===== src/cpu_defines.svh =====
`ifndef CPU_DEFINES_SVH
`define CPU_DEFINES_SVH

// Datapath and address width
`define CPU_XLEN        32
`define CPU_REG_ADDR_W  5

// Data RAM, word addressed
`define CPU_RAM_WORDS   256
`define CPU_RAM_ADDR_W  8

`define CPU_RESET_PC    32'h0000_0000

// ADDI x0, x0, 0
`define CPU_NOP         32'h0000_0013

`endif


===== src/fetch.sv =====
`timescale 1ns/1ps
`default_nettype none

`include "cpu_defines.svh"

module fetch (
    input  logic                 clock,
    input  logic                 rst_n,
    input  logic                 enable,
    input  logic                 branch_taken,
    input  logic [`CPU_XLEN-1:0] branch_target,
    output logic [`CPU_XLEN-1:0] rom_address,
    input  logic [`CPU_XLEN-1:0] rom_data,
    output logic [`CPU_XLEN-1:0] pc,
    output logic [`CPU_XLEN-1:0] instr
);
    logic [`CPU_XLEN-1:0] pc_reg;

    assign rom_address = pc_reg;

    always_ff @(posedge clock or negedge rst_n) begin
        if (!rst_n) begin
            pc_reg <= `CPU_RESET_PC;
            instr  <= `CPU_NOP;
        end else if (enable) begin
            if (branch_taken) begin
                pc_reg <= branch_target;
                instr  <= `CPU_NOP;  // Drop the word fetched down the wrong path
            end else begin
                pc_reg <= pc_reg + 32'd4;
                instr  <= rom_data;
            end
        end
    end

    // IF/ID copy of the PC
    always_ff @(posedge clock) begin
        if (enable)
            pc <= pc_reg;
    end

endmodule

`default_nettype wire


===== config.mk =====
export PLATFORM = sky130hd
export DESIGN_NAME = fetch
export DESIGN_NICKNAME = d
export VERILOG_FILES = /design/src/fetch.sv
export VERILOG_INCLUDE_DIRS = /design/src
export SDC_FILE = /design/constraint.sdc
export NUM_CORES = 1
export LEC_CHECK = 0
export BUFFER_PORTS_ARGS = -buffer_cell sky130_fd_sc_hd__buf_2
export CAP_MARGIN = 40
export CORE_MARGIN = 4
export CORE_UTILIZATION = 45
export CTS_BUF_LIST = sky130_fd_sc_hd__clkbuf_8
export CTS_CLUSTER_SIZE = 25
export DETAILED_ROUTE_END_ITERATION = 8
export GPL_ROUTABILITY_DRIVEN = 0
export PLACE_DENSITY = 0.77
export SLEW_MARGIN = 20
export SYNTH_ARGS = -nofsm -noshare
export SYNTH_HDL_FRONTEND = slang
export SYNTH_SLANG_ARGS = --single-unit

===== constraint.sdc =====
create_clock -name clock -period 5 [get_ports clock]
set_input_delay 0.5 -clock clock [delete_from_list [all_inputs] [get_ports clock]]
set_output_delay 0.5 -clock clock [all_outputs]
set_load 0.01 [all_outputs]

==> impl_metrics.yaml <==
synthesis:
  synth_top_family_by_area: "simple AND/OR/NAND/NOR gates"
  yosysMostFrequentCell: "dfrtp_1"
  synth_xor_area_frac: 0
  synthMuxAreaShare: 0.0444
  ys_ff_latch: 96
  ys.flop_type: "dfrtp_1"
  yosysTopAreaCellShare: 0.350
  syn_avg_cell_area_sq_um: 11.3
  synth_top_area_cell: "dfrtp_1"
  synth_compound_area_frac: 0.144
  yosys.area_share.simple: 0.194
  synth_fa_ha_area_frac: 0.00287
  synth_cell_type_count: 35
  synth_top_cells_by_count: "61 x dfrtp_1, 33 x nor2b_1, 32 x edfxtp_1, 27 x a31o_2, 26 x nand3_1"
  ys_warn_count: 0
  synthTopCellsByArea: "dfrtp_1 35%, edfxtp_1 22%, a31o_2 5.4%, nor2b_1 4.7%, mux2i_1 3.7%"
  syn_inst: 386
  synthArstFlopShare: 0.667
  ys_seq_area_frac: 0.588
  syn_nets: 455
  synth_edf_count: 32
  syn-cell-area_sq_um: 4360
setup_path:
  startpoint_type: "flop"
  end_kind: "flop"
  required_ns: 5.28
  cp_max_fo: 8
  crit_type: "flop to flop"
  cp_data_arrival_time_ns: 2.42
final_layout:
  regArea_sq_um: 2570
  drive_above_1_share: 0.403
  insertedDiodeCount: 0
  area_growth_syn_to_layout_pct: 27.5
  final_nets: 608
  multi_input_area_sq_um: 1680
  n_fill_cell: 810
  finish.instance_area_sq_um: 5560
route:
  drt-vias-per-instance: 5.45
  drc: 0
  first_pass_iters: 4
  wl_per_cell_um: 16.6
  antenna_left: 0
  via_count: 3671
  wl_mm: 11.2
  drtIter0Drc: 169
pwr:
  finalPower_w: 0.00197
  power_density_nw_per_um2: 355
  peakVddDrop_uv: 178
  p_leak_nw: 2.65
timing:
  rsz0062_at_grt: "false"
  setup_violations: 0
  fin_setup_tns_ns: 0
  fmax_mhz: 468
  period_needed_ns: 2.14
  fin_ws_ns: 2.86
  finClkSkew_ns: 0.00855
  hold_viol_final: 0
  holdWs_ns: 0.0556
  max_slew_margin: 0.647
  slew_viol_final: 0
  worst_pin_slew_ns: 0.526
  finalCritPeriodShare: 0.428
clocking:
  worstSkewPairLatency_ns: 0.35
  ctsHoldBuffers: 0
  cts_tree: "yes"
  h-tree-depth: 3
  cts_resized: 0
  cts_buffers: 9
  cts_max_path_buffers: 2
  cts.clk_slew.worst_paths_ns: 0.09
  post_cts_buffers: 0
  clockRootBuffer: "clkbuf_8"
  cts.sinks: 96
run_status:
  status: "finished, final reports clean"
floorplanning:
  io_pins: 164
  die-width_um: 106
  core_area_sq_um: 9330
  dieArea_sq_um: 11300
  die_y_um: 106
  initial_utilization: 0.468
  num_rows: 35
place:
  hpwl_mm: 7.72
  pre_cts_slack_ns: 2.82
  place_area_sq_um: 5310
  port_buffers: 163
global_route:
  grt_start_max_net_pins: 75
  grt_pass1_vias: 3601
  grt_pass1_wl_mm: 18.1
  antenna_found_initial: 0
  grt_remaining_overflow: 0
  grt.total_usage: 0.198
worst_hold_path:
  hold_class: "primary input to async pin"
job:
  max-cap-violations: 0
## area by class of cell
class,count,share of cell area
inverters,4,0.00270
repair buffers,169,0.164
clock inverters,7,0.0191
multi-input cells,259,0.302
well taps,129,0.0290
flip-flops and latches,96,0.461
clock buffers,9,0.0223
## cells in the final DEF, fill, tap and decap left out, drive strengths merged, types with 6 or more instances in the layout
| cell type | n |
|---|---|
| a21oi | 24 |
| a31o | 27 |
| and3 | 12 |
| and4 | 6 |
| buf | 169 |
| clkbuf | 9 |
| dfrtp | 61 |
| edfxtp | 32 |
| inv | 7 |
| mux2i | 16 |
| nand2 | 19 |
| nand3 | 26 |
| nand4 | 13 |
| nor2 | 23 |
| nor2b | 33 |
| o21ai | 9 |
| o22ai | 22 |
## where the power goes
| part | switching (W) | total, W | internal (W) |
|---|---|---|---|
| clock network | 0.000261 | 0.000588 | 0.000327 |
| registers | 0.000101 | 0.00102 | 0.000915 |
| logic | 0.000202 | 0.000370 | 0.000168 |
## per-stage QoR
| stage | util | instances |
|---|---|---|
| floorplan | - | 386 |
| global placement | 0.564 | 654 |
| detailed placement | 0.569 | 656 |
| CTS | 0.594 | 672 |
| global route | 0.597 | 673 |
| finish | 0.597 | 673 |
## per-layer routing
layer,vias up,track usage,share of wire
met3,13,0.0589,0.086
met5,-,0,0
met4,0,0.0667,0.013
met2,143,0.327,0.49
met1,1761,0.249,0.42
li1,1754,-,-
## critical path: stages, from the launching register on
cell	delay [ns]
dfrtp_1	0.49
ha_1	0.31
nand3_1	0.22
nor4_4	0.46
nand4_1	0.16
mux2_1	0.33
nor2_1	0.10
## cell families after synthesis
family                     after synthesis
DFF                                     96
AOI/OAI and AO/OA                       92
buffers and inverters                   31
adders and majority gates                1
muxes                                   19
and+or+nand+nor                        147
## worst paths after layout
path / from / to / slack, ns / depth (start not counted)
setup reg to reg: rom_address[2] / rom_address[24] / 2.86 / 6
setup / recovery: rom_address[2] / rom_address[24] / 2.86 / 6
hold reg to reg: rom_address[0] / pc[0] / 0.49 / 0
hold / removal: rst_n / instr[11] / 0.06 / 2
min in group clock: rom_data[31] / instr[31] / 0.36 / 3
max in group asynchronous: rst_n / instr[4] / 4.39 / 3
Note: power is estimated with default switching activity, not from simulation.
