## src/cpu_defines.svh

```systemverilog
`ifndef CPU_DEFINES_SVH
`define CPU_DEFINES_SVH

// Datapath and address width
`define CPU_XLEN        32
`define CPU_REG_ADDR_W  5

// Data RAM, word addressed
`define CPU_RAM_WORDS   256
`define CPU_RAM_ADDR_W  8

`define CPU_RESET_PC    32'h0000_0000

// ADDI x0, x0, 0
`define CPU_NOP         32'h0000_0013

`endif

```

## src/cpu_if.sv

```systemverilog
`timescale 1ns/1ps
`default_nettype none

`include "cpu_defines.svh"

// Two combinational read ports of the register bank
interface rb_read_if;
    logic [`CPU_REG_ADDR_W-1:0] rs1;
    logic [`CPU_REG_ADDR_W-1:0] rs2;
    logic [`CPU_XLEN-1:0]       value1;
    logic [`CPU_XLEN-1:0]       value2;

    modport stage (output rs1, rs2, input value1, value2);
    modport bank (input rs1, rs2, output value1, value2);
endinterface


`default_nettype wire

```

## src/register_bank.sv

```systemverilog
`timescale 1ns/1ps
`default_nettype none

`include "cpu_defines.svh"

module register_bank (
    input  logic                       clock,
    input  logic                       rst_n,
    rb_read_if.bank                    bank,
    input  logic                       write_enable,
    input  logic [`CPU_REG_ADDR_W-1:0] write_address,
    input  logic [`CPU_XLEN-1:0]       write_value
);
    logic [`CPU_XLEN-1:0] regs [1:31];  // x0 has no storage

    // Write-through so a value retiring now is seen by decode
    function automatic logic [`CPU_XLEN-1:0] read_reg(input logic [`CPU_REG_ADDR_W-1:0] idx);
        if (idx == '0)
            return '0;
        else if (write_enable && write_address == idx)
            return write_value;
        else
            return regs[idx];
    endfunction

    assign bank.value1 = read_reg(bank.rs1);
    assign bank.value2 = read_reg(bank.rs2);

    always_ff @(posedge clock or negedge rst_n) begin
        if (!rst_n) begin
            for (int i = 1; i < 32; i++)
                regs[i] <= '0;
        end else if (write_enable && write_address != '0) begin
            regs[write_address] <= write_value;
        end
    end

endmodule

`default_nettype wire

```

## src/flat_wrapper.sv

```systemverilog
// flat-port wrapper written by rule: the top's interface ports become plain ports
module register_bank_flat 
  (clock, rst_n, write_enable, write_address, write_value, bank_rs1, bank_rs2, bank_value1, bank_value2);
  rb_read_if bank_i ();
  input  logic clock;
  input  logic rst_n;
  input  logic write_enable;
  input  logic [`CPU_REG_ADDR_W-1:0] write_address;
  input  logic [`CPU_XLEN-1:0] write_value;
  input wire logic [$bits(bank_i.rs1)-1:0] bank_rs1;
  input wire logic [$bits(bank_i.rs2)-1:0] bank_rs2;
  output wire logic [$bits(bank_i.value1)-1:0] bank_value1;
  output wire logic [$bits(bank_i.value2)-1:0] bank_value2;
  assign bank_i.rs1 = bank_rs1;
  assign bank_i.rs2 = bank_rs2;
  assign bank_value1 = bank_i.value1;
  assign bank_value2 = bank_i.value2;
  register_bank u_core (.clock(clock), .rst_n(rst_n), .bank(bank_i), .write_enable(write_enable), .write_address(write_address), .write_value(write_value));
endmodule
```

## config.mk

```make
export PLATFORM = sky130hd
export DESIGN_NAME = register_bank_flat
export DESIGN_NICKNAME = d
export VERILOG_FILES = /design/src/cpu_if.sv /design/src/register_bank.sv /design/src/flat_wrapper.sv
export VERILOG_INCLUDE_DIRS = /design/src
export SDC_FILE = /design/constraint.sdc
export NUM_CORES = 2
export LEC_CHECK = 0
export BUFFER_PORTS_ARGS = -buffer_cell sky130_fd_sc_hd__buf_2
export CORE_MARGIN = 2
export CORE_UTILIZATION = 65
export DETAILED_ROUTE_END_ITERATION = 10
export PLACE_DENSITY = 0.94
export SKIP_LAST_GASP = 1
export SYNTH_ARGS = -nofsm -noshare
export SYNTH_HDL_FRONTEND = slang
export SYNTH_SLANG_ARGS = --single-unit
```

## constraint.sdc

```tcl
create_clock -name clock -period 5.2 [get_ports clock]
set_input_delay 0.26 -clock clock [delete_from_list [all_inputs] [get_ports clock]]
set_output_delay 0.26 -clock clock [all_outputs]
set_load 0.1 [all_outputs]
```

==> summary.md <==
| Metric | Value |
|---|---|
| Initial drt markers | 6,684 |
| Worst path bufs/invs | 2 |
| Power density cells | 410 nW/µm² |
| Crit path max-delay family | compound AO/OA/AOI/OAI gates |
| Commonest non-fill, non-tap cell in the layout | dfrtp_1 |
| Max-slew violation count | 0 |
| Largest net degree at the start of global routing | 165 |
| Initial core utilization | 65.6% |
| Initial DRT Pass Iterations | 9 |
| Core box area | 81,800 µm² |
| CTS clk-pin slew, worst paths | 0.07 ns |
| Critical path capture point type | primary output |
| Crit path arrival time | 4.19 ns |
| Comb pwr share | 23.2% |
| Failing checks | capacitance limit |
| DP Area | 54,800 µm² |
| Layout cells sized above 1 | 50.1% |
| First-pass GRT wire length | 261,000 µm |
| Rel. slew slack | 0.180% |
| DRC Markers | 0 |
| Vias in the first global route | 40.5k |
| Unrepaired setup endpoints after global routing | false |
| Pre-CTS WS | 1.31 ns |
| Final instance area | 58,300 µm² |
| Synth area leaders | dfrtp_1, mux2_2, mux4_2 |
| Critical Path Max Stage Delay | 1.26 ns |
| Clock Skews | 0 ns |
| Most frequent cells in the layout | dfrtp_1, mux2_2, mux4_2 |
| GRT Overall Usage | 41.2% |
| Syn nets | 3,724 |
| Hold Crit Class | input port to flop |
| # Max-Cap Violations | 1 |
| HPWL Detailed | 94,400 µm |
| Via count | 39.1k |
| Worst path slowest cell | a2111oi_0 |
| Synth Warn # | 0 |
| Cts bufs inserted | 97 |
| Fin. Hold Viols | 0 |
| DIE HEIGHT | 291 µm |
| Top FF cell, synth | dfrtp_1 |
| Syn Area/Cell | 14.6 µm² |
| Biggest register | u_core.regs |
| Fin nets | 3,614 |
| Max clock buf depth | 3 |
| Leakage | 25.0 nW |
| Tcrit/Tclk final | 85.6% |
| Max Clk Rate | 225 MHz |
| Routability congestion estimate | 0.894 |
| Pint | 0.0165 W |
| Library cells used by synthesis | 50 |
| Max H-tree Level | 3 |
| Die Area | 84,900 µm² |
| Clock Sinks | 992 |
| Final WS setup | 0.747 ns |
| Area leader, netlist | dfrtp_1 |
| Seq/Total Area, Yosys | 46.3% |
| Switching pwr | 0.00736 W |
| FF+latch count, synth | 992 |
| Synth top area share | 46.3% |
| Vias/cell | 8.27 |
| Final wirelength | 174,000 µm |
| Slew of the pin with the lowest slew margin | 1.46 ns |
| Synth Instances | 3,674 |
| FP Rows | 105 |
| Crit path time final | 4.45 ns |
| EDFF count, synth | 0 |
| Clock Latency Late Sink | 0.67 ns |
| Status | complete, but fails checks |
| Most used cell, CP | buf_2 |
| Synthesized cell area | 53,700 µm² |
| Final ANT Viol Nets | 0 |
| Root Driver | clkbuf_16 |
| Worst EP required | 4.94 ns |
| Async S/R FF share, synth | 100% |
| Crit path kind | input port to primary output |
| Die W | 291 µm |
| Crit-path cells | buf_2, nand2b_1, or2_2, o22ai_1, a2111oi_0, a21o_1, buf_2 |
| Area Overhead vs Synth | 8.69% |
| Setup TNS | 0 ns |
| Gr ovfl total | 0 |
| Initial antenna violation count | 14 |
| WL/cell | 36.9 µm |
| CTS tree | done |
| CP Launch Type | input port |
| # setup viols final | 0 |
| Port bufs | 113 |
| Switching Share | 30.8% |
| # resized after CTS | 0 |
| Pwr Total | 0.0239 W |
| Peak supply drop | 324 µV |
| Clock share of power | 32.4% |
| Critical-path maximum fanout | 27 |
| Largest regs | u_core.regs x992 |
| Sequential power share | 44.3% |
| Max reg flops | 992 |
| I/O Pins | 114 |
-- cells by family after synthesis --
group	synth area share, %
flops	46.3
mux	41.9
xor+xnor	0.163
compound gates	5.70
buf+inv	3.45
simple gates	2.51
-- per-layer routing --
layer	GRT usage (%)	vias up	part of all wire, %
met5	1.25	-	0.15
met4	28.7	22	8.4
met3	17.0	1268	16
met2	58.5	3975	43
met1	51.6	19700	33
li1	-	14100	-
-- repair_timing --
action	CTS	global route
hold endpoints to repair	99	0
setup buffers	0	0
hold buffers	1	0
-- cells in the mapped netlist, types with 24 or more instances --
cell type and number:
o22ai_1 58, a22oi_1 42, a31oi_1 30, buf_1 54, a211oi_1 99, dfrtp_1 992
nor2_1 37, mux2_2 991, a22o_1 24, mux4_2 419, mux2i_1 56, nor3_1 46
a21oi_1 37, mux2_1 118, buf_2 93, nor2b_1 77, clkbuf_1 230, o21ai_0 33
a221oi_1 38, nand2_1 46
-- power groups by stage --
stage | Sequential (W) | Combinational (W) | Clock [W]
2_1_floorplan | 0.0100 | 0.00427 | 0
3_3_place_gp | 0.0103 | 0.00506 | 0
3_5_place_dp | 0.0105 | 0.00528 | 0
4_1_cts | 0.0105 | 0.00544 | 0.00770
5_1_grt | 0.0107 | 0.00576 | 0.00805
6_report | 0.0106 | 0.00555 | 0.00775
-- layout make-up --
type	count	area, µm²
Tap cell	1070	1340
Antenna cell	9	22.5
Clock buffer	128	2770
Inverter	1	3.75
Clock inverter	53	714
Fill cell	4406	23500
Sequential cell	992	24800
Timing Repair Buffer	197	1460
Multi-Input combinational cell	2275	27200
-- worst paths after layout --
check,from,slack (ns),endpoint,depth (start not counted)
min reg2reg,u_core.regs[919],0.51,u_core.regs[919],1
max in group asynchronous,rst_n,3.50,u_core.regs[143],3
min in group asynchronous,rst_n,0.25,u_core.regs[607],2
min,write_value[12],0.23,u_core.regs[332],2
max reg2reg,u_core.regs[630],4.30,u_core.regs[630],1
max,bank_rs2[3],0.75,bank_value2[11],7
-- per-stage QoR --
| step | util, % | cells | hold WS, ns |
|---|---|---|---|
| detailed placement | 67.0 | 4534 | 0.403 |
| finish | 71.2 | 4725 | 0.231 |
| CTS | 71.2 | 4716 | 0.203 |
| floorplan | - | 3674 | -0.0356 |
| global placement | 67.0 | 4534 | 0.404 |
| global route | 71.2 | 4721 | 0.242 |
(Power assumes the default switching activity.)
