`config.mk`:
```
export PLATFORM = sky130hd
export DESIGN_NAME = writeback
export DESIGN_NICKNAME = d
export VERILOG_FILES = /design/src/cpu_pkg.sv /design/src/writeback.sv
export VERILOG_INCLUDE_DIRS = /design/src
export SDC_FILE = /design/constraint.sdc
export NUM_CORES = 1
export LEC_CHECK = 0
export BUFFER_PORTS_ARGS = -buffer_cell sky130_fd_sc_hd__buf_2
export CORE_MARGIN = 5
export CORE_UTILIZATION = 23
export DETAILED_ROUTE_END_ITERATION = 10
export PLACE_DENSITY = 0.88
export SLEW_MARGIN = 20
export SYNTH_ARGS = -nofsm -noshare
export SYNTH_HDL_FRONTEND = slang
export SYNTH_SLANG_ARGS = --single-unit
```
`constraint.sdc`:
```
create_clock -name vclk -period 1.7
set_input_delay 0.255 -clock vclk [all_inputs]
set_output_delay 0.255 -clock vclk [all_outputs]
set_load 0.005 [all_outputs]
```
`src/cpu_defines.svh`:
```
`ifndef CPU_DEFINES_SVH
`define CPU_DEFINES_SVH

// Datapath and address width
`define CPU_XLEN        32
`define CPU_REG_ADDR_W  5

// Data RAM, word addressed
`define CPU_RAM_WORDS   256
`define CPU_RAM_ADDR_W  8

`define CPU_RESET_PC    32'h0000_0000

// ADDI x0, x0, 0
`define CPU_NOP         32'h0000_0013

`endif

```
`src/cpu_pkg.sv`:
```
`default_nettype none

`include "cpu_defines.svh"

package cpu_pkg;

    // Major opcodes of the supported subset
    typedef enum logic [6:0] {
        OP     = 7'b0110011,
        OP_IMM = 7'b0010011,
        LUI    = 7'b0110111,
        LOAD   = 7'b0000011,
        STORE  = 7'b0100011,
        BRANCH = 7'b1100011
    } opcode_t;

    typedef enum logic [2:0] {
        ALU_ADD, ALU_SUB, ALU_AND, ALU_OR, ALU_XOR, ALU_SLT, ALU_PASS_B
    } alu_op_t;

    typedef enum logic [1:0] {
        BR_NONE, BR_EQ, BR_NE
    } branch_t;

    // All zero is a bubble: no write, no memory access, no branch
    typedef struct packed {
        logic                       reg_write;
        logic [`CPU_REG_ADDR_W-1:0] rd;
        logic                       mem_read;
        logic                       mem_write;
        logic                       mem_to_reg;
        alu_op_t                    alu_op;
        logic                       alu_src_imm;  // Operand B from immediate
        branch_t                    branch;
    } ctrl_t;

endpackage

`default_nettype wire

```
`src/writeback.sv`:
```
`timescale 1ns/1ps
`default_nettype none

`include "cpu_defines.svh"

module writeback import cpu_pkg::*; (
    input  ctrl_t                      ctrl,
    input  logic [`CPU_XLEN-1:0]       alu_result,
    input  logic [`CPU_XLEN-1:0]       load_data,
    output logic                       write_enable,
    output logic [`CPU_REG_ADDR_W-1:0] write_address,
    output logic [`CPU_XLEN-1:0]       write_value
);
    // x0 writes are dropped here so they never show on the trace
    assign write_enable  = ctrl.reg_write && ctrl.rd != '0;
    assign write_address = ctrl.rd;
    assign write_value   = ctrl.mem_to_reg ? load_data : alu_result;

endmodule

`default_nettype wire

```
==> results of run 1 <==
cell usage after synthesis:
cell	n
o21a_1	1
buf_4	8
mux2_1	2
mux2_2	30
clkbuf_2	1
or4_1	1
metrics by stage:
| step | cells | instance area [um2] | hold slack (ns) |
|---|---|---|---|
| 2_1_floorplan | 43 | 440 | 0.591 |
| 3_3_place_gp | 169 | 972 | 0.689 |
| 3_5_place_dp | 169 | 972 | 0.691 |
| 4_1_cts | 169 | 972 | 0.691 |
| 5_1_grt | 169 | 972 | 0.701 |
| 6_report | 169 | 972 | 0.691 |
layer usage:
layer  wire (um)  GRT usage [%]  up-vias
li1            -              -      357
met1         689           12.1      329
met2        1260           31.7       55
met3         323           2.22        0
met4           0              0        0
met5           0              0        -
power breakdown:
part	leakage, uW	switching (uW)	internal, uW
clock network	0	0	0
registers	0	0	0
logic	0.000567	83.5	157
total	0.000567	83.5	157
worst max-delay path: stages:
cell	delay (ns)
buf_2	0.10
or4_1	0.51
o21a_1	0.17
buf_2	0.12
worst max-delay path by stage:
stage	to
3_3_place_gp	write_enable
6_report	write_enable
4_1_cts	write_enable
5_1_grt	write_enable
2_1_floorplan	write_enable
3_5_place_dp	write_enable
cells by family after synthesis:
kind of cell           Yosys count
muxes                           32
buffers and inverters            9
AOI/OAI and AO/OA                1
and+or+nand+nor                  1
final cells by class:
class | count | area [um2] | area share [%]
Tap cell | 25 | 31.3 | 3.22
Multi-Input combinational cell | 34 | 375 | 38.6
Timing Repair Buffer | 110 | 566 | 58.2
==> key figures, run 1 <==
Floorplanning
  • Initial Util: 24.7%
  • Die width: 53.8 um
  • Core Footprint: 0.00178 mm2
  • DIE HEIGHT: 53.8 um
  • Die ar.: between 0.002 and 0.003 mm2
  • Number of I/O pins: 117
  • Rows: 15

Timing
  • Slew @ Worst Pin: 0.164 ns
  • FMAX: about 700 MHz
  • Worst setup margin: about 0.29 ns
  • Period minus WS final: roughly 1.4 ns
  • Final hold vios: 0
  • Slew margin rel.: 89.1%
  • Max-slew violations: 0
  • Tcrit/Tclk final: 83.0%
  • Unrepaired setup endpoints after global routing: no
  • Setup Viol. Count Final: 0
  • Setup TNS: 0 ns

Placement
  • Routability cong.: around 0.6
  • DP Worst Slack: 0.290 ns
  • Input/output buffers: around 110

Synth
  • Syn. warnings: 0
  • Simple-gate area share of the yosys netlist: approximately 1.7%
  • Synth Cell Area: roughly 440 um2
  • Largest family of logic cells by synthesized area: multiplexers
  • Post-Synth XOR/XNOR Area: 0%
  • Synth Net Count: ~120
  • Distinct cells, synth: 6
  • Synth Area in Compound Gates: 1.70%
  • Adder-cell share of the synthesized area: 0%
  • Synthesized area per cell: just over 10 um2
  • Synth Instances: between 40 and 50
  • Post-synthesis sequential area ratio: 0%
  • Area contributors post-synth: mux2_2 77%, buf_4 14%, mux2_1 5.1%
  • Area share of the largest cell type after synthesis: 76.7%
  • Cell taking the most area after synthesis: mux2_2
  • Mux contribution to synthesized area: approximately four fifths

Cells and area
  • Final core utilization: a little over half
  • Layout cells sized above 1: a little over nine tenths
  • P&R area growth vs syn: 121%
  • Register area: 0 um2
  • Inserted Diodes: 0
  • Most frequent cells in the layout: 109 x buf_2, 30 x mux2_2, 2 x mux2_1
  • Commonest non-fill, non-tap cell in the layout: buf_2
  • Layout filler cell count: 168
  • Clock buf count: 0
  • Final net count: 225
  • Seq_cells: 0

Route
  • Final wirelength: roughly 2300 um
  • DRT iter0 DRCs: 0
  • WL/cell: 13.4 um
  • Antenna-violating nets left: 0
  • DR DRC count: 0
  • Vias: 741
  • Pre-antenna DRT Iters: 1
  • Vias/cell: between 4 and 5

GRT
  • Initial antenna violation count: 0
  • Global router's overall resource usage: about 14%
  • Total gr overflow: 0
  • Vias in the first global route: 740
  • First-pass GRT wire length: about 3000 um
  • Largest net degree at the start of global routing: 33

Critical path
  • Crit path kind: in -> out
  • Worst setup path startpoint: ctrl[9]
  • Largest fanout on the critical path: 2
  • Startpoint Class: input port
  • Worst setup EP type: output pin
  • Crit path required time: 1.44 ns
  • Worst path arrival time: between 1 and 1.5 ns

Power and ir drop
  • Pwr Density: between 200 and 250 mW/mm2
  • Worst VDD drop: 0.000132 V
  • Leakage: ~0.00057 uW
  • Tot Pwr: ~240 uW

Clocking
  • Setup bufs post-CTS: 0
  • Post-CTS Hold Buffers: 0
  • Post_cts resized: 0

Hold path
  • Hold path depth: 2
  • Worst Min Path Start: ctrl[9]
  • Hold Path End: write_address[0]
  • Hold Path Class: in -> out

Run status
  • Status: completed

Job
  • Maxcap violations: 0
Note: power is estimated with default switching activity, not from simulation.
==> run 2, diff against run 1 <==
- CORE_UTILIZATION: 23 -> 20
- PLACE_DENSITY: 0.88 -> 0.82
- clock period: 1.7 -> 1.15 ns (I/O delays scaled with it)
==> key figures, run 2 (synthesis results as in run 1) <==
Route
  • DRT iter0 DRCs: 23 (+23)
  • DR DRC count: 0 (unchanged)
  • Final wirelength: 2510 um (+11%)
  • Antenna-violating nets left: 0 (unchanged)
  • Vias: 760 (+2.6%)
  • Pre-antenna DRT Iters: 2 (+1)
  • Vias/cell: 4.37 (-0.38%)
  • WL/cell: 14.4 um (+7.4%)

Cells and area
  • P&R area growth vs syn: 134%
  • Seq_cells: 0 (unchanged)
  • Register area: 0 um2 (unchanged)
  • Final non-filler cell total: 174 (+3.0%)
  • Most frequent cells in the layout: 107 x buf_2, 30 x mux2_2, 2 x mux2_1, 2 x buf_12
  • Commonest non-fill, non-tap cell in the layout: buf_2
  • Final net count: 227 (+0.89%)
  • Clock buf count: 0 (unchanged)
  • Final core utilization: 47.9% (-6.6 points)
  • Inserted Diodes: 0 (unchanged)
  • Layout filler cell count: 231 (+38%)
  • Layout cells sized above 1: 97.3% (about the same)

Timing
  • Slew margin rel.: 93.8% (+4.7 points)
  • Period minus WS final: approximately 1.2 ns
  • Tcrit/Tclk final: 108%
  • Setup Viol. Count Final: 1 (+1)
  • FMAX: 804 MHz
  • Worst setup margin: -0.0931 ns (-0.382 ns)
  • WHS: 0.507 ns (-0.184 ns)
  • Final hold vios: 0 (unchanged)
  • Setup TNS: -0.0931 ns (-0.0931 ns)
  • Unrepaired setup endpoints after global routing: yes
  • Max-slew violations: 0 (unchanged)
  • Slew @ Worst Pin: 0.0937 ns (-0.0705 ns)

GRT
  • Largest net degree at the start of global routing: 22 (-33%)
  • First-pass GRT wire length: 3560 um (+16%)
  • Vias in the first global route: 812 (+9.7%)
  • Global router's overall resource usage: 13.1% (-0.56 points)
  • Total gr overflow: 0 (unchanged)
  • Initial antenna violation count: 0 (unchanged)

Job
  • Maxcap violations: 0 (unchanged)

Placement
  • Input/output buffers: 109 (unchanged)
  • Placed wire-length estimate: between 2000 and 2500 um
  • Routability cong.: 0.665 (+13%)
  • DP Worst Slack: -0.112 ns (-0.402 ns)
  • Placed cell count: 173 (+2.4%)

Floorplanning
  • Number of I/O pins: 117 (unchanged)
  • DIE HEIGHT: 56.9 um (+5.9%)
  • Die ar.: 0.00324 mm2 (+12%)
  • Initial Util: 20.5% (-4.2 points)
  • Die width: 56.9 um (+5.9%)
  • Core Footprint: 0.00215 mm2 (+20%)
  • Rows: 17 (+2)

Power and ir drop
  • Leakage: 0.000591 uW (+4.4%)
  • Worst VDD drop: 0.000187 V (+41%)
  • Pwr Density: 369 mW/mm2 (+49%)

Hold path
  • Hold Path Class: in -> out

Clocking
  • Post-CTS Hold Buffers: 0 (unchanged)
  • Setup bufs post-CTS: 0 (unchanged)

Critical path
  • Largest fanout on the critical path: 2 (unchanged)
  • Crit path required time: 0.98 ns (-0.46 ns)
  • Crit path kind: in -> out
  • Critical path buffer and inverter count: 2 (unchanged)
  • Max stage delay on crit path: 0.51 ns (about the same)
  • Crit path cell chain: buf_6 > or4_1 > o21a_1 > buf_2
  • Startpoint Class: input port
  • CP top delay family: simple AND/OR/NAND/NOR gates
  • Worst setup EP type: output pin
  • Worst path arrival time: 1.07 ns (-0.09 ns)
  • Crit path max-delay cell type: or4_1

Run status
  • Status: complete, but fails checks
  • Failing checks: setup timing
==> run 2: changes by cell type in the layout (fill, tap and decap cells not counted), sizes merged <==
cell and change:
clkbuf +1, buf +1
==> run 2: metal layers <==
metal  global-route usage, %  share of wire (%)
met5                       0                  0
met2                    24.5                 49
met3                    6.44                 19
met1                    14.0                 33
met4                       0                  0
==> run 2: metrics by stage <==
step	power, uW	area (um2)
3_3_place_gp	363	996
3_5_place_dp	369	996
4_1_cts	373	1000
2_1_floorplan	154	440
6_report	380	1030
5_1_grt	417	1030
==> run 2: final timing paths <==
| check | from | end | slack, ns | depth (start not counted) |
|---|---|---|---|---|
| worst max-delay path | ctrl[9] | write_enable | -0.09 | 4 |
| worst min-delay path | ctrl[9] | write_address[0] | 0.51 | 2 |
==> run 2: repair_timing <==
action | CTS | global route
gates cloned | 0 | 1
gates resized for setup | 1 | 2
setup endpoints to repair | 1 | 10
==> run 2: area by class of cell <==
cell class         instances  area [um2]  share of cell area [%]
multi-input cells         34         375                    36.5
well taps                 28        35.0                    3.40
repair buffers           112         619                    60.1
==> run 2: power breakdown <==
part           leakage [uW]  switching (uW)  total, uW  internal, uW
Combinational      0.000591             131        380           250
Clock                     0               0          0             0
Sequential                0               0          0             0
Total              0.000591             131        380           250
