`config.mk`:
```
export PLATFORM = sky130hd
export DESIGN_NAME = memory_flat
export DESIGN_NICKNAME = d
export VERILOG_FILES = /design/src/cpu_pkg.sv /design/src/cpu_if.sv /design/src/memory.sv /design/src/flat_wrapper.sv
export VERILOG_INCLUDE_DIRS = /design/src
export SDC_FILE = /design/constraint.sdc
export NUM_CORES = 1
export LEC_CHECK = 0
export BUFFER_PORTS_ARGS = -buffer_cell sky130_fd_sc_hd__buf_2
export CELL_PAD_IN_SITES_DETAIL_PLACEMENT = 0
export CELL_PAD_IN_SITES_GLOBAL_PLACEMENT = 2
export CORE_MARGIN = 8
export CORE_UTILIZATION = 15
export DETAILED_ROUTE_END_ITERATION = 16
export PLACE_DENSITY = 0.87
export RECOVER_POWER = 25
export SLEW_MARGIN = 20
export SYNTH_ARGS = -nofsm -noshare
export SYNTH_HDL_FRONTEND = slang
export SYNTH_SLANG_ARGS = --single-unit
```
`constraint.sdc`:
```
create_clock -name clock -period 1.1 [get_ports clock]
set_clock_uncertainty 0.05 [all_clocks]
set_input_delay 0.22 -clock clock [delete_from_list [all_inputs] [get_ports clock]]
set_output_delay 0.22 -clock clock [all_outputs]
set_load 0.05 [all_outputs]
```
`src/cpu_defines.svh`:
```
`ifndef CPU_DEFINES_SVH
`define CPU_DEFINES_SVH

// Datapath and address width
`define CPU_XLEN        32
`define CPU_REG_ADDR_W  5

// Data RAM, word addressed
`define CPU_RAM_WORDS   256
`define CPU_RAM_ADDR_W  8

`define CPU_RESET_PC    32'h0000_0000

// ADDI x0, x0, 0
`define CPU_NOP         32'h0000_0013

`endif

```
`src/cpu_pkg.sv`:
```
`default_nettype none

`include "cpu_defines.svh"

package cpu_pkg;

    // Major opcodes of the supported subset
    typedef enum logic [6:0] {
        OP     = 7'b0110011,
        OP_IMM = 7'b0010011,
        LUI    = 7'b0110111,
        LOAD   = 7'b0000011,
        STORE  = 7'b0100011,
        BRANCH = 7'b1100011
    } opcode_t;

    typedef enum logic [2:0] {
        ALU_ADD, ALU_SUB, ALU_AND, ALU_OR, ALU_XOR, ALU_SLT, ALU_PASS_B
    } alu_op_t;

    typedef enum logic [1:0] {
        BR_NONE, BR_EQ, BR_NE
    } branch_t;

    // All zero is a bubble: no write, no memory access, no branch
    typedef struct packed {
        logic                       reg_write;
        logic [`CPU_REG_ADDR_W-1:0] rd;
        logic                       mem_read;
        logic                       mem_write;
        logic                       mem_to_reg;
        alu_op_t                    alu_op;
        logic                       alu_src_imm;  // Operand B from immediate
        branch_t                    branch;
    } ctrl_t;

endpackage

`default_nettype wire

```
`src/cpu_if.sv`:
```
`timescale 1ns/1ps
`default_nettype none

`include "cpu_defines.svh"


// Data RAM bus, read data one clock after the address
interface ram_if;
    logic [`CPU_XLEN-1:0] address;
    logic [`CPU_XLEN-1:0] write_data;
    logic                 write_enable;
    logic [`CPU_XLEN-1:0] read_data;

    modport master (output address, write_data, write_enable, input read_data);
    modport slave (input address, write_data, write_enable, output read_data);
endinterface

`default_nettype wire

```
`src/memory.sv`:
```
`timescale 1ns/1ps
`default_nettype none

`include "cpu_defines.svh"

module memory import cpu_pkg::*; (
    input  logic                 clock,
    input  logic                 rst_n,
    input  logic                 enable,
    input  ctrl_t                ctrl_in,
    input  logic [`CPU_XLEN-1:0] addr,
    input  logic [`CPU_XLEN-1:0] store_data,
    ram_if.master                bus,
    output ctrl_t                ctrl_out,
    output logic [`CPU_XLEN-1:0] alu_result,
    output logic [`CPU_XLEN-1:0] load_data
);
    ctrl_t mem_wb_ctrl;

    // While frozen the RAM keeps re-reading the word owned by MEM/WB
    assign bus.address      = enable ? addr : alu_result;
    assign bus.write_data   = store_data;
    assign bus.write_enable = ctrl_in.mem_write & enable;
    assign load_data        = bus.read_data;  // Lines up with MEM/WB

    always_ff @(posedge clock or negedge rst_n) begin
        if (!rst_n)
            mem_wb_ctrl <= '0;
        else if (enable)
            mem_wb_ctrl <= ctrl_in;
    end

    always_ff @(posedge clock) begin
        if (enable)
            alu_result <= addr;
    end

    // No register write while the pipeline is held
    always_comb begin
        ctrl_out           = mem_wb_ctrl;
        ctrl_out.reg_write = mem_wb_ctrl.reg_write & enable;
    end

endmodule

`default_nettype wire

```
`src/flat_wrapper.sv`:
```
// flat-port wrapper written by rule: the top's interface ports become plain ports
module memory_flat import cpu_pkg::*;
  (clock, rst_n, enable, ctrl_in, addr, store_data, ctrl_out, alu_result, load_data, bus_address, bus_write_data, bus_write_enable, bus_read_data);
  ram_if bus_i ();
  input  logic clock;
  input  logic rst_n;
  input  logic enable;
  input  ctrl_t ctrl_in;
  input  logic [`CPU_XLEN-1:0] addr;
  input  logic [`CPU_XLEN-1:0] store_data;
  output ctrl_t ctrl_out;
  output logic [`CPU_XLEN-1:0] alu_result;
  output logic [`CPU_XLEN-1:0] load_data;
  output wire logic [$bits(bus_i.address)-1:0] bus_address;
  output wire logic [$bits(bus_i.write_data)-1:0] bus_write_data;
  output wire logic [$bits(bus_i.write_enable)-1:0] bus_write_enable;
  input wire logic [$bits(bus_i.read_data)-1:0] bus_read_data;
  assign bus_address = bus_i.address;
  assign bus_write_data = bus_i.write_data;
  assign bus_write_enable = bus_i.write_enable;
  assign bus_i.read_data = bus_read_data;
  memory u_core (.clock(clock), .rst_n(rst_n), .enable(enable), .ctrl_in(ctrl_in), .addr(addr), .store_data(store_data), .bus(bus_i), .ctrl_out(ctrl_out), .alu_result(alu_result), .load_data(load_data));
endmodule
```
==> results of run 1 <==
per-layer routing:
metal / GRT usage / vias up / routed length, um / share of wire
met5: 0 / - / 0 / 0
met4: 0.03259 / 0 / 130 / 0.020
met3: 0.04449 / 23 / 881 / 0.13
met1: 0.06154 / 708 / 2218 / 0.34
met2: 0.1090 / 93 / 3373 / 0.51
li1: - / 669 / - / -
worst paths after layout:
path                                                start  cells past startpoint                         endpoint  slack, ps
setup reg to reg           u_core.ctrl_out[8]$_DFFE_PN0P_                      2   u_core.ctrl_out[8]$_DFFE_PN0P_        170
hold / removal                                ctrl_in[10]                      2  u_core.ctrl_out[10]$_DFFE_PN0P_        110
setup / recovery            u_core.alu_result[10]$_DFF_P_                      2                  bus_address[10]       -230
min in group asynchronous                           rst_n                      2   u_core.ctrl_out[9]$_DFFE_PN0P_        310
hold reg to reg              u_core.alu_result[6]$_DFF_P_                      1     u_core.alu_result[6]$_DFF_P_        460
max in group asynchronous                           rst_n                      2   u_core.ctrl_out[5]$_DFFE_PN0P_        430
stage by stage:
step / total power (uW) / worst slack [ps] / cell area [um^2] / utilization
finish: 6082 / -229.6 / 3664 / 0.2530
global route: 6377 / -268.7 / 3664 / 0.2530
CTS: 5969 / -240.4 / 3368 / 0.2326
detailed placement: 3916 / -294.2 / 2648 / 0.1829
global placement: 3896 / -285.1 / 2648 / 0.1829
floorplan: 4162 / -45.48 / 2352 / -
kinds of logic after synthesis:
logic type,count (synthesis),synth area share
buffers and inverters,83,0.2843
muxes,47,0.2521
DFF,47,0.4580
and+or+nand+nor,2,0.005639
flip-flops by register name, summed over array words and instances (netlist names):
signal,flops
u_core.ctrl_out,14
u_core.mem_wb_ctrl,1
u_core.alu_result,32
cells in the mapped netlist:
master	n
mux2_4	8
dfrtp_1	15
buf_6	2
dfxtp_1	32
buf_4	81
and2_1	2
mux2_2	39
report_power, final:
part | switching (uW) | internal (uW)
clock | 665 | 831
combinational | 1460 | 1090
sequential | 121 | 1920
area by class of cell:
cell class / count / share of cell area
timing repair buffer: 157 / 0.4296
sequential: 47 / 0.2883
multi-input combinational: 49 / 0.1810
tap: 184 / 0.06284
clock buffer: 5 / 0.03415
clock inverter: 3 / 0.004098
what timing repair did:
action	4_1_cts	5_1_grt
setup endpoints to repair	80	67
gates cloned	2	0
gates resized for setup	156	56
setup buffers	5	18
hold endpoints to repair	15	0
pin swaps	1	0
hold buffers	1	0
==> impl_metrics.env, run 1 <==
export IMPL_worst_path_buf_inv=1
export IMPL_gp_congestion=0.6565
export IMPL_avgSynthCellArea_um2=12.39
export IMPL_grt_max_degree=16
export IMPL_crit_path_max_incr_delay_ps=330
export IMPL_worst_slack_ps=-229.6
export IMPL_final_cell_mix="buf_6 (56), buf_2 (48), dfxtp_2 (32), mux2_4 (31), buf_8 (25)"
export IMPL_final_setup_tns_ps=-7921
export IMPL_vias=1493
export IMPL_period_minus_slack_ps=1330
export IMPL_track_usage=0.06604
export IMPL_crit_family="flip-flops"
export IMPL_ios=258
export IMPL_critPathKind="reg2out"
export IMPL_insertion_delay_ps=290
export IMPL_grt_pass1_wl_um=9328
export IMPL_cap_viol_max_count=0
export IMPL_cts_sinks=47
export IMPL_worst_ep_arrival_time_ps=1060
export IMPL_status="complete, but fails checks"
export IMPL_clock_tree_root_cell="clkbuf_16"
export IMPL_violations="negative setup slack"
export IMPL_first_global_vias=1738
export IMPL_synth_area_leaders="dfxtp_1 (29%), buf_4 (27%), mux2_2 (20%)"
export IMPL_syn2layout_area_growth_pct=65.14
export IMPL_post_dp_hpwl_um=4708
export IMPL_hp_class="in2reg"
export IMPL_yosys_register_bits=47
export IMPL_whs_ps=108.1
export IMPL_first_iter_violations=32
export IMPL_rsz0062_at_grt="yes"
export IMPL_p_leak_uw=0.001736
export IMPL_final_common_cell="buf_6"
export IMPL_yosysTopAreaCell="dfxtp_1"
export IMPL_worst_setup_path_start_kind="register"
export IMPL_yosysWarnings=0
export IMPL_wl_per_cell_um=14.84
export IMPL_die_h_um=137.6
export IMPL_timing_final_hold_violations=0
export IMPL_path_clk_slew_ps=60
export IMPL_synth_top_area_frac=0.2888
export IMPL_rows=44
export IMPL_cts_max_path_buffers=2
export IMPL_dieWidth_um=137.6
export IMPL_multi_input_area_um2=663.1
export IMPL_drive_gt1_frac=0.9387
export IMPL_ant_nets=0
export IMPL_port_buffers=129
export IMPL_initial_utilization=0.1532
export IMPL_drv_slew=0
export IMPL_drc=0
export IMPL_ff_latch_area_mm2=0.001056
export IMPL_core_area_mm2=0.01448
export IMPL_layout_cells_non_filler=445
export IMPL_netlist_area_mm2=0.002218
export IMPL_relSlewSlack=0.7635
export IMPL_first_pass_iters=2
export IMPL_cp_slowest_cell="dfxtp_2"
export IMPL_synth_cells=179
export IMPL_h_tree_depth=2
export IMPL_cp_end_kind="output pin"
export IMPL_cts_tree="done"
export IMPL_nNetsFinal=374
export IMPL_wl_um=6603
export IMPL_path_cells="mux2_4 > buf_8"
export IMPL_synth_distinct_cells=7
export IMPL_crit_required_ps=830
export IMPL_crit_fanout=2
export IMPL_syn_num_nets=293
export IMPL_finalCritPeriodShare=1.209
export IMPL_fp_dieArea_mm2=0.01894
export IMPL_ir_worst_vdd_uv=763.4
export IMPL_avgViaCountPerCell=3.355
export IMPL_grt_overflow=0
export IMPL_setup_viol=62
export IMPL_cts_buffers=5
export IMPL_dp_cells=414
export IMPL_nFillCells=1506
export IMPL_n_antenna_cell=0
export IMPL_seq_area_frac_synth=0.4580
export IMPL_fmax_mhz=752.1
export IMPL_tightest_slew_ps=354.8
export IMPL_antenna_found_initial=0
export IMPL_power_density_mw_per_mm2=1660
No activity file was read; power rests on OpenSTA's default activity.
==> inputs of run 2 (changes only) <==
Settings changed: SETUP_SLACK_MARGIN from default to 0.15.
==> run 2 against run 1 <==
  * The flow still finishes with violations (negative setup slack)
  * Via count increased by 5.0%
  * Critical path type unchanged
  * Clock power is essentially flat
  * Largest power group unchanged
  * Non-clock buffer count up 17
  * First-iteration DRC count shrank 47%
  * Critical path depth unchanged
==> impl_metrics.env, run 2 (synthesis results as in run 1) <==
export IMPL_use_met2=0.1241
export IMPL_p_leak_uw=0.001928
export IMPL_initial_utilization=0.1532
export IMPL_grt_use_met3=0.05142
export IMPL_drv_slew=0
export IMPL_antenna_found_initial=1
export IMPL_nNetsFinal=391
export IMPL_worst_setup_path_start_kind="register"
export IMPL_clock_tree_root_cell="clkbuf_16"
export IMPL_cts_sinks=47
export IMPL_fmax_mhz=732.0
export IMPL_gp_congestion=0.6643
export IMPL_power_density_mw_per_mm2=1554
export IMPL_ff_latch_area_mm2=0.001111
export IMPL_fp_dieArea_mm2=0.01894
export IMPL_first_global_vias=1770
export IMPL_whs_ps=106.9
export IMPL_rows=44
export IMPL_die_h_um=137.6
export IMPL_wl_um=7486
export IMPL_cts_buffers=5
export IMPL_ios=258
export IMPL_period_minus_slack_ps=1366
export IMPL_vias=1568
export IMPL_status="complete, but fails checks"
export IMPL_layout_cells_non_filler=462
export IMPL_dieWidth_um=137.6
export IMPL_worst_slack_ps=-266.2
export IMPL_grt_pass1_wl_um=10160
export IMPL_worst_ep_arrival_time_ps=1100
export IMPL_crit_fanout=2
export IMPL_min_from="ctrl_in[1]"
export IMPL_grt_busiest_layer="met2"
export IMPL_rsz0062_at_grt="yes"
export IMPL_grtUsageMet1=0.06303
export IMPL_insertion_delay_ps=290
export IMPL_relSlewSlack=0.7297
export IMPL_cts_tree="done"
export IMPL_finalCritPeriodShare=1.242
export IMPL_final_cell_mix="buf_8 (59), buf_6 (51), buf_2 (49), mux2_4 (34), dfxtp_4 (22)"
export IMPL_final_common_cell="buf_8"
export IMPL_power_total_uw=6413
export IMPL_crit_required_ps=830
export IMPL_cp_end_kind="output pin"
export IMPL_critPathKind="reg2out"
export IMPL_worstReg2RegStart="u_core.ctrl_out[2]$_DFFE_PN0P_"
export IMPL_grt_max_degree=16
export IMPL_largest_reg_flops=32
export IMPL_first_pass_iters=2
export IMPL_tightest_slew_ps=405.4
export IMPL_setup_viol=77
export IMPL_syn2layout_area_growth_pct=86.01
export IMPL_ant_nets=0
export IMPL_grt_overflow=0
export IMPL_nFillCells=1439
export IMPL_track_usage=0.07291
export IMPL_drc=0
export IMPL_post_dp_hpwl_um=4791
export IMPL_path_clk_slew_ps=60
export IMPL_cts_max_path_buffers=2
export IMPL_h_tree_depth=2
export IMPL_hp_class="in2reg"
export IMPL_core_area_mm2=0.01448
export IMPL_n_antenna_cell=0
export IMPL_timing_final_hold_violations=0
export IMPL_avgViaCountPerCell=3.394
export IMPL_multi_input_area_um2=674.4
export IMPL_post_route_util=0.2850
export IMPL_worstSetupStartpoint="u_core.alu_result[13]$_DFF_P_"
export IMPL_largest_register="u_core.alu_result"
export IMPL_drive_gt1_frac=0.9353
export IMPL_wl_per_cell_um=16.20
export IMPL_ir_worst_vdd_uv=750.9
export IMPL_port_buffers=129
export IMPL_cap_viol_max_count=0
export IMPL_final_setup_tns_ps=-9638
export IMPL_first_iter_violations=17
export IMPL_violations="negative setup slack"
export IMPL_dp_cells=413
==> run 2: cell count changes in the layout (fill, tap and decap cells not counted), moves of 5 or more <==
cell	before	now
buf_6	56	51
buf_4	19	3
buf_8	25	59
dfxtp_2	32	10
dfxtp_4	0	22
==> run 2: metrics by stage <==
stage          area, um^2  setup slack, ps
2_1_floorplan        2430           -25.02
3_3_place_gp         2714           -314.8
3_5_place_dp         2714           -328.9
4_1_cts              3641           -275.9
5_1_grt              4126           -299.7
6_report             4126           -266.2
==> run 2: layout make-up <==
cell class,instances,share of cell area
Timing Repair Buffer,174,0.4782
Multi-Input combinational cell,49,0.1634
Tap cell,184,0.05579
Clock inverter,1,0.001213
Clock buffer,7,0.03214
Sequential cell,47,0.2693
==> run 2: report_power, final <==
group	internal [uW]	leakage (uW)	switching, uW
Combinational	1340	0.00141	1530
Clock	842	0.0000679	661
Sequential	1910	0.000453	133
==> run 2: final timing paths <==
| kind | slack (ps) | depth (start not counted) | to |
|---|---|---|---|
| min in group asynchronous | 360 | 2 | u_core.ctrl_out[10]$_DFFE_PN0P_ |
| worst max register to register | 70 | 3 | u_core.ctrl_out[2]$_DFFE_PN0P_ |
| worst min-delay path | 110 | 2 | u_core.ctrl_out[1]$_DFFE_PN0P_ |
| max in group asynchronous | 360 | 2 | u_core.ctrl_out[5]$_DFFE_PN0P_ |
| worst min register to register | 470 | 1 | u_core.mem_wb_ctrl[14]$_DFFE_PN0P_ |
| worst max-delay path | -270 | 2 | bus_address[13] |
==> run 2: what timing repair did <==
| item | 4_1_cts | 5_1_grt |
|---|---|---|
| resized for setup | 201 | 71 |
| cloned | 2 | 0 |
| pin swaps | 1 | 0 |
| setup endpoints to repair | 85 | 85 |
| hold buffers | 1 | 0 |
| buffers inserted | 9 | 29 |
| hold endpoints to repair | 15 | 0 |
==> run 2: critical path: stages (launching register included) <==
cell     delay, ps
dfxtp_4        340
mux2_4         300
buf_12         160
==> run 2: routing by layer <==
layer	wire, um	vias to the layer above	share of wire
met2	3943	92	0.53
li1	-	704	-
met4	167	2	0.022
met5	12	-	0.0016
met3	991	28	0.13
met1	2371	742	0.32
