## config.mk

```make
export PLATFORM = sky130hd
export DESIGN_NAME = execute
export DESIGN_NICKNAME = d
export VERILOG_FILES = /design/src/cpu_pkg.sv /design/src/execute.sv
export VERILOG_INCLUDE_DIRS = /design/src
export SDC_FILE = /design/constraint.sdc
export NUM_CORES = 1
export LEC_CHECK = 0
export BUFFER_PORTS_ARGS = -buffer_cell sky130_fd_sc_hd__buf_2
export CORE_MARGIN = 2
export CORE_UTILIZATION = 50
export CTS_CLUSTER_DIAMETER = 200
export DETAILED_ROUTE_END_ITERATION = 6
export PLACE_DENSITY_LB_ADDON = 0.1
export SYNTH_ARGS = -nofsm -noshare
export SYNTH_HDL_FRONTEND = slang
export SYNTH_SLANG_ARGS = --single-unit
```

## constraint.sdc

```tcl
create_clock -name clock -period 9.6 [get_ports clock]
set_input_delay 1.92 -clock clock [delete_from_list [all_inputs] [get_ports clock]]
set_output_delay 1.92 -clock clock [all_outputs]
set_load 0.01 [all_outputs]
```

## src/cpu_defines.svh

```systemverilog
`ifndef CPU_DEFINES_SVH
`define CPU_DEFINES_SVH

// Datapath and address width
`define CPU_XLEN        32
`define CPU_REG_ADDR_W  5

// Data RAM, word addressed
`define CPU_RAM_WORDS   256
`define CPU_RAM_ADDR_W  8

`define CPU_RESET_PC    32'h0000_0000

// ADDI x0, x0, 0
`define CPU_NOP         32'h0000_0013

`endif

```

## src/cpu_pkg.sv

```systemverilog
`default_nettype none

`include "cpu_defines.svh"

package cpu_pkg;

    // Major opcodes of the supported subset
    typedef enum logic [6:0] {
        OP     = 7'b0110011,
        OP_IMM = 7'b0010011,
        LUI    = 7'b0110111,
        LOAD   = 7'b0000011,
        STORE  = 7'b0100011,
        BRANCH = 7'b1100011
    } opcode_t;

    typedef enum logic [2:0] {
        ALU_ADD, ALU_SUB, ALU_AND, ALU_OR, ALU_XOR, ALU_SLT, ALU_PASS_B
    } alu_op_t;

    typedef enum logic [1:0] {
        BR_NONE, BR_EQ, BR_NE
    } branch_t;

    // All zero is a bubble: no write, no memory access, no branch
    typedef struct packed {
        logic                       reg_write;
        logic [`CPU_REG_ADDR_W-1:0] rd;
        logic                       mem_read;
        logic                       mem_write;
        logic                       mem_to_reg;
        alu_op_t                    alu_op;
        logic                       alu_src_imm;  // Operand B from immediate
        branch_t                    branch;
    } ctrl_t;

endpackage

`default_nettype wire

```

## src/execute.sv

```systemverilog
`timescale 1ns/1ps
`default_nettype none

`include "cpu_defines.svh"

module execute import cpu_pkg::*; (
    input  logic                       clock,
    input  logic                       rst_n,
    input  logic                       enable,
    input  ctrl_t                      ctrl_in,
    input  logic [`CPU_XLEN-1:0]       imm,
    input  logic [`CPU_XLEN-1:0]       rs1_value,
    input  logic [`CPU_XLEN-1:0]       rs2_value,
    input  logic [`CPU_REG_ADDR_W-1:0] rs1_idx,
    input  logic [`CPU_REG_ADDR_W-1:0] rs2_idx,
    input  logic [`CPU_XLEN-1:0]       pc,
    input  logic                       wb_reg_write,
    input  logic [`CPU_REG_ADDR_W-1:0] wb_rd,
    input  logic [`CPU_XLEN-1:0]       wb_value,
    output ctrl_t                      ctrl_out,
    output logic [`CPU_XLEN-1:0]       result,
    output logic [`CPU_XLEN-1:0]       store_data,
    output logic                       branch_taken,
    output logic [`CPU_XLEN-1:0]       branch_target
);
    logic [`CPU_XLEN-1:0] op_a;
    logic [`CPU_XLEN-1:0] op_b_reg;
    logic [`CPU_XLEN-1:0] op_b;
    logic [`CPU_XLEN-1:0] alu_y;
    logic                 equal;
    logic                 taken_next;

    // Newest producer wins; x0 is never forwarded
    function automatic logic [`CPU_XLEN-1:0] forward(input logic [`CPU_REG_ADDR_W-1:0] idx,
                                                     input logic [`CPU_XLEN-1:0] reg_value);
        if (ctrl_out.reg_write && ctrl_out.rd != '0 && ctrl_out.rd == idx)
            return result;
        else if (wb_reg_write && wb_rd != '0 && wb_rd == idx)
            return wb_value;
        else
            return reg_value;
    endfunction

    assign op_a     = forward(rs1_idx, rs1_value);
    assign op_b_reg = forward(rs2_idx, rs2_value);
    assign op_b     = ctrl_in.alu_src_imm ? imm : op_b_reg;
    assign equal    = (op_a == op_b_reg);

    always_comb begin
        case (ctrl_in.alu_op)
            ALU_SUB:    alu_y = op_a - op_b;
            ALU_AND:    alu_y = op_a & op_b;
            ALU_OR:     alu_y = op_a | op_b;
            ALU_XOR:    alu_y = op_a ^ op_b;
            ALU_SLT:    alu_y = {31'b0, $signed(op_a) < $signed(op_b)};
            ALU_PASS_B: alu_y = op_b;
            default:    alu_y = op_a + op_b;
        endcase
    end

    // The instruction behind a taken branch is already on the wrong path
    assign taken_next = !branch_taken &&
                        ((ctrl_in.branch == BR_EQ && equal) ||
                         (ctrl_in.branch == BR_NE && !equal));

    always_ff @(posedge clock or negedge rst_n) begin
        if (!rst_n) begin
            ctrl_out     <= '0;
            branch_taken <= 1'b0;
        end else if (enable) begin
            ctrl_out     <= branch_taken ? ctrl_t'('0) : ctrl_in;
            branch_taken <= taken_next;
        end
    end

    always_ff @(posedge clock) begin
        if (enable) begin
            result        <= alu_y;
            store_data    <= op_b_reg;
            branch_target <= pc + imm;
        end
    end

endmodule

`default_nettype wire

```

==> flow_metrics.env, run 1 <==
export IMPL_outcome="finished, final reports clean"
export IMPL_cpMostUsedCell="nand2_1"
export IMPL_finalInstanceArea_um2=15040
export IMPL_cts_tree="done"
export IMPL_initial_core_util_pct=50.38
export IMPL_cts_sinks=112
export IMPL_drv_cap=0
export IMPL_vias=14160
export IMPL_dp_hpwl_um=42140
export IMPL_placementRows=59
export IMPL_ant_nets=0
export IMPL_ctsLongestPathBuffers=2
export IMPL_finalSetupTns_ns=0
export IMPL_r2r_end="result[27]"
export IMPL_worst_r2r_path_depth=17
export IMPL_crit_required_ns=9.80
export IMPL_overflow=0
export IMPL_syn_nets=1940
export IMPL_ios=306
export IMPL_post_route_min_period_ns=7.379
export IMPL_syn_area_um2=13020
export IMPL_setup_viol=0
export IMPL_worstHoldStart="ctrl_out[3]"
export IMPL_clkLatencyLatePin_ns=0.38
export IMPL_hold_violations=0
export IMPL_critPathLaunch="wb_rd[0]"
export IMPL_hold_buffers=0
export IMPL_synth_flop_cell="edfxtp_1"
export IMPL_nets=2179
export IMPL_crit_path_end="result[27]"
export IMPL_skew_ns=0.01946
export IMPL_synthCells=1616
export IMPL_fill_cells=2424
export IMPL_r2r_start="ctrl_out[10]"
export IMPL_placed_area_um2=14720
export IMPL_slew_headroom_pct=39.09
export IMPL_die_w_um=165.4
export IMPL_grt_pass1_vias=12590
export IMPL_clk_root_buffer_cell="clkbuf_16"
export IMPL_ys_ff_latch=112
export IMPL_power_leakage_uw=0.006491
export IMPL_r2r_slack_ns=2.79
export IMPL_drtIter0Drc=1892
export IMPL_ir_drop_uv=119.2
export IMPL_grt_setup_unrepaired="false"
export IMPL_numPortBuffers=305
export IMPL_min_path_type="reg2reg"
export IMPL_dieArea_um2=27340
export IMPL_slew_viol_final=0
export IMPL_layout_worst_path_cycle_share_pct=76.87
export IMPL_criticalPathCategory="in2reg"
export IMPL_syn2layout_area_growth_pct=15.51
export IMPL_die_y_um=165.4
export IMPL_synth_cell_types=84
export IMPL_worstPathMaxFanout=25
export IMPL_ys_seq_area_share_pct=25.22
export IMPL_dr_pass1_iters=6
export IMPL_cts_inserted_buffers=9
export IMPL_cp_cell_sequence="buf_2 > xnor2_1 > o211a_1 > nand2_1 > nand2_1 > a31oi_1 > mux2i_1 > inv_1 > ha_1 > nand3_1 > o22ai_1 > o22ai_1 > o31ai_1 > o21ai_0 > o31ai_1 > a21oi_1 > nand2_1 > a21oi_1 > a211oi_1"
export IMPL_synth_edff_count=96
export IMPL_post_cts_buffers=0
export IMPL_h_tree_depth=3
export IMPL_startpoint_type="primary input"
export IMPL_wl_per_cell_um=24.14
export IMPL_clkTransAtPathRegs_ns=0.10
export IMPL_drc=0
export IMPL_core_um2=25840
export IMPL_arrival_ns=7.58
export IMPL_track_usage_pct=37.52
export IMPL_wirelength_um=53180
export IMPL_vias_per_cell=6.429
export IMPL_place_gp_congestion=1.007
export IMPL_worst_path_max_delay_cell="o211a_1"
export IMPL_syn_area_per_cell_um2=8.055
export IMPL_grt_pass1_wl_um=76690
export IMPL_synthArstFlopShare_pct=14.29
export IMPL_grt_max_degree=72
export IMPL_critPathMaxStageDelay_ns=0.69
export IMPL_antenna_found_initial=6
export IMPL_yosysWarningCount=0
export IMPL_pwr_density_cell_nw_per_um2=133.3
export IMPL_cts_resized_gates=0
export IMPL_tightest_slew_ns=0.9103
export IMPL_drive_gt1_share_pct=22.31
export IMPL_setup_worst_path_end_class="flip-flop"
export IMPL_fmax_mhz=135.5
layer usage:
metal,track usage [%],vias to the layer above,routed length [um]
met5,0,-,13
met4,14.15,2,2111
met3,6.543,109,5813
met2,57.23,883,23260
met1,53.00,6696,21980
li1,-,6473,-
sequential cells by signal, summed over array words and instances (netlist names):
name	count
result	32
branch_taken	1
store_data	32
ctrl_out	15
branch_target	32
cells by family after synthesis:
logic type / Yosys count / share of synthesized area, %
AOI/OAI and AO/OA: 571 / 29.17
and+or+nand+nor: 459 / 17.19
DFF: 112 / 25.22
muxes: 33 / 2.614
xor gates and xnor gates: 92 / 6.190
buffers and inverters: 218 / 6.872
adders and majority gates: 131 / 12.75
worst min path at each step:
stage                             end  slack, ns  depth (start not counted)
after global routing      ctrl_out[0]       0.62                          2
final                     ctrl_out[3]       0.60                          2
after detailed placement  ctrl_out[5]       0.57                          2
after floorplan           ctrl_out[0]       0.63                          2
after global placement    ctrl_out[8]       0.57                          2
after CTS                 ctrl_out[5]       0.59                          2
where the power goes:
group / switching (uW) / internal (uW)
combinational: 592 / 353
clock: 216 / 188
sequential: 48.7 / 607
final cells by class:
class	instances	area (um^2)	area share [%]
antenna	8	20.02	0.1331
clock buffer	10	232.7	1.548
clock inverter	6	62.56	0.4160
inverter	117	439.2	2.921
multi-input combinational	1286	8871	58.99
sequential	112	3283	21.83
tap	335	419.2	2.787
timing repair buffer	329	1709	11.37
critical path, delay by kind of cell:
kind | cells | cell delay, ns
AO/OA/AOI/OAI | 10 | 3.37
adder cells (fa/ha/maj) | 1 | 0.41
AND/OR/NAND/NOR | 4 | 0.83
buffers and inverters | 2 | 0.24
XOR/XNOR | 1 | 0.30
multiplexers | 1 | 0.48
through the flow:
step	hold slack [ns]	total power, uW	setup WS [ns]	cells	util, %
detailed placement	0.5665	1578	2.029	2179	56.98
CTS	0.5910	1975	2.407	2195	58.12
global placement	0.5680	1569	2.188	2179	56.98
finish	0.5959	2005	2.221	2203	58.20
global route	0.6208	2101	1.921	2200	58.17
floorplan	0.6265	1256	3.136	1616	-
cells in the mapped netlist (all sizes together), types with 18 or more instances:
cell type  instances  share of area, %
edfxtp            96                22
ha               127                12
a21o              19               1.1
a21oi            157               6.0
mux2i             31               2.4
clkbuf            67               1.9
a31oi             68               4.1
nand3             68               2.6
xnor2             76               5.1
nor2             123               3.6
buf               34               1.6
inv              116               3.3
o22ai             20              0.96
nor2b             28               1.3
nand2b            19              0.91
a211oi            18               1.1
nand2             75               2.2
o21ai            128               4.9
nor3              92               3.5
cells in the final DEF, fill, tap and decap left out, types with 16 or more instances in the layout:
cell        n
a211oi_1   17
a21o_1     19
a21oi_1   157
a31o_2     16
a31oi_1    54
buf_2     304
buf_4      25
dfrtp_1    16
edfxtp_1   96
ha_1      127
inv_1     107
mux2i_1    29
nand2_1    75
nand2b_1   19
nand3_1    68
nor2_1    122
nor2b_1    28
nor3_1     92
o21ai_0   109
o21ai_1    18
o22ai_1    20
xnor2_1    76
xor2_1     16
Power figures use the tool's default switching activity.
==> run 2: changes to the inputs <==
Clock period 9.6 ns to 6.9 ns, I/O delays scaled along.
==> run 2 against run 1 <==
Net effect:
- core utilization up 1.1 points
- clock skew fell by 0.0025 ns
- critical path type unchanged
- highest routed layer unchanged
- first-iteration DRC count increased by 6.1%
- sequential share of layout area decreased by 0.39 points
==> flow_metrics.env, run 2 (synthesis gave the netlist of run 1 again) <==
export IMPL_outcome="finished, final reports clean"
export IMPL_cp_num_buf_inv=2
export IMPL_post_route_min_period_ns=6.290
export IMPL_startpoint_type="primary input"
export IMPL_ant_nets=0
export IMPL_dieArea_um2=27340
export IMPL_die_y_um=165.4
export IMPL_setup_viol=0
export IMPL_pwr_density_cell_nw_per_um2=187.3
export IMPL_layout_common_cells="buf_2 (304), a21oi_1 (157), ha_1 (127)"
export IMPL_dr_pass1_iters=6
export IMPL_cts_sinks=112
export IMPL_r2r_slack_ns=0.84
export IMPL_top_regs="branch_target x32, result x32, store_data x32"
export IMPL_final_core_util_pct=59.25
export IMPL_drv_cap=0
export IMPL_finalSetupTns_ns=0
export IMPL_final_setup_worst_slack_ns=0.6104
export IMPL_numPortBuffers=305
export IMPL_tightest_slew_ns=1.095
export IMPL_wirelength_um=55500
export IMPL_ir_drop_uv=122.1
export IMPL_criticalPathCategory="in2reg"
export IMPL_nets=2211
export IMPL_place_gp_congestion=1.074
export IMPL_r2r_start="ctrl_out[10]"
export IMPL_worstPathMaxFanout=10
export IMPL_clk_root_buffer_cell="clkbuf_16"
export IMPL_post_cts_buffers=0
export IMPL_worst_r2r_path_depth=18
export IMPL_grt_setup_unrepaired="false"
export IMPL_layout_worst_path_cycle_share_pct=91.15
export IMPL_crit_path_end="result[28]"
export IMPL_placed_area_um2=14970
export IMPL_antenna_found_initial=7
export IMPL_syn2layout_area_growth_pct=17.61
export IMPL_critPathTopFamily="compound AO/OA/AOI/OAI gates"
export IMPL_h_tree_depth=3
export IMPL_critPathMaxStageDelay_ns=0.77
export IMPL_fmax_mhz=159.0
export IMPL_worst_path_max_delay_cell="or4b_1"
export IMPL_grt_max_degree=83
export IMPL_slew_viol_final=0
export IMPL_cts_inserted_buffers=9
export IMPL_ios=306
export IMPL_min_path_type="reg2reg"
export IMPL_clkTransAtPathRegs_ns=0.10
export IMPL_critPathLaunch="wb_rd[2]"
export IMPL_arrival_ns=6.43
export IMPL_die_w_um=165.4
export IMPL_ctsLongestPathBuffers=2
export IMPL_r2r_end="result[28]"
export IMPL_layout_commonest_cell="buf_2"
export IMPL_slew_headroom_pct=26.97
export IMPL_cts_tree="done"
export IMPL_initial_core_util_pct=50.38
export IMPL_dp_hpwl_um=44370
export IMPL_crit_required_ns=7.04
export IMPL_track_usage_pct=39.23
export IMPL_cts_resized_gates=0
export IMPL_placementRows=59
export IMPL_wl_per_cell_um=24.86
export IMPL_post_place_ws_ns=0.3272
export IMPL_power_leakage_uw=0.006663
export IMPL_grt_pass1_vias=12640
export IMPL_drc=0
export IMPL_skew_ns=0.01696
export IMPL_setup_worst_path_end_class="flip-flop"
export IMPL_cp_cell_sequence="buf_2 > xor2_1 > or4b_1 > nor2_2 > a21oi_1 > a21oi_1 > mux2_2 > inv_1 > fa_1 > nor2b_1 > o31ai_1 > a2111oi_2 > nor2_1 > a311oi_1 > nor2_1 > a211o_1 > a211oi_2 > mux2i_1 > a211o_1"
export IMPL_vias=14400
export IMPL_core_um2=25840
export IMPL_overflow=0
export IMPL_vias_per_cell=6.449
export IMPL_hold_buffers=0
export IMPL_clkLatencyLatePin_ns=0.37
export IMPL_hold_violations=0
export IMPL_drive_gt1_share_pct=23.63
export IMPL_drtIter0Drc=2007
export IMPL_finalInstanceArea_um2=15310
export IMPL_finalPower_uw=2867
export IMPL_cp_num_cells=19
export IMPL_grt_pass1_wl_um=79490
[run 2: cell types whose count changed in the layout (fill, tap and decap cells not counted)]
cell / change
buf_4: +31
diode_2: -3
buf_12: +1
clkbuf_16: +1
clkbuf_4: -1
clkinv_4: -1
inv_12: +1
inv_6: -1
inv_8: +1
[run 2: how the worst min path moves through the flow]
stage	start	slack, ns	end	depth (start not counted)
floorplan	ctrl_out[0]	0.63	ctrl_out[0]	2
global placement	ctrl_out[8]	0.57	ctrl_out[8]	2
detailed placement	ctrl_out[0]	0.57	ctrl_out[0]	2
CTS	ctrl_out[0]	0.60	ctrl_out[0]	2
global route	ctrl_out[4]	0.64	ctrl_out[4]	2
finish	ctrl_out[8]	0.60	ctrl_out[8]	2
[run 2: power breakdown]
group | switching (uW) | internal (uW) | leakage, uW
clock network | 307 | 285 | 0.000159
logic | 847 | 515 | 0.00536
registers | 68.3 | 845 | 0.00115
total | 1220 | 1650 | 0.00666
[run 2: layout make-up]
type | instances | area [um^2]
Antenna cell | 5 | 12.51
Clock buffer | 10 | 250.2
Clock inverter | 6 | 72.57
Fill cell | 2435 | 10530
Inverter | 117 | 439.2
Multi-Input combinational cell | 1286 | 8871
Sequential cell | 112 | 3283
Tap cell | 335 | 419.2
Timing Repair Buffer | 361 | 1962
[run 2: tightest hold or removal path, stage by stage, from the launching register on]
cell	delay (ns)
dfrtp_1	0.34
nor2b_1	0.12
a31o_2	0.10
[run 2: per-layer routing]
metal,wire [um],part of all wire [%],vias up,GRT usage (%)
met1,22840,41,6760,55.16
met3,6233,11,132,7.118
met4,2090,3.8,4,12.89
li1,-,-,6532,-
met5,18,0.032,-,0
met2,24310,44,967,60.87
[run 2: metrics by stage]
step / hold slack, ns / cells
6_report: 0.5955 / 2232
5_1_grt: 0.6371 / 2232
4_1_cts: 0.5992 / 2227
3_5_place_dp: 0.5713 / 2211
3_3_place_gp: 0.5673 / 2211
2_1_floorplan: 0.6265 / 1616
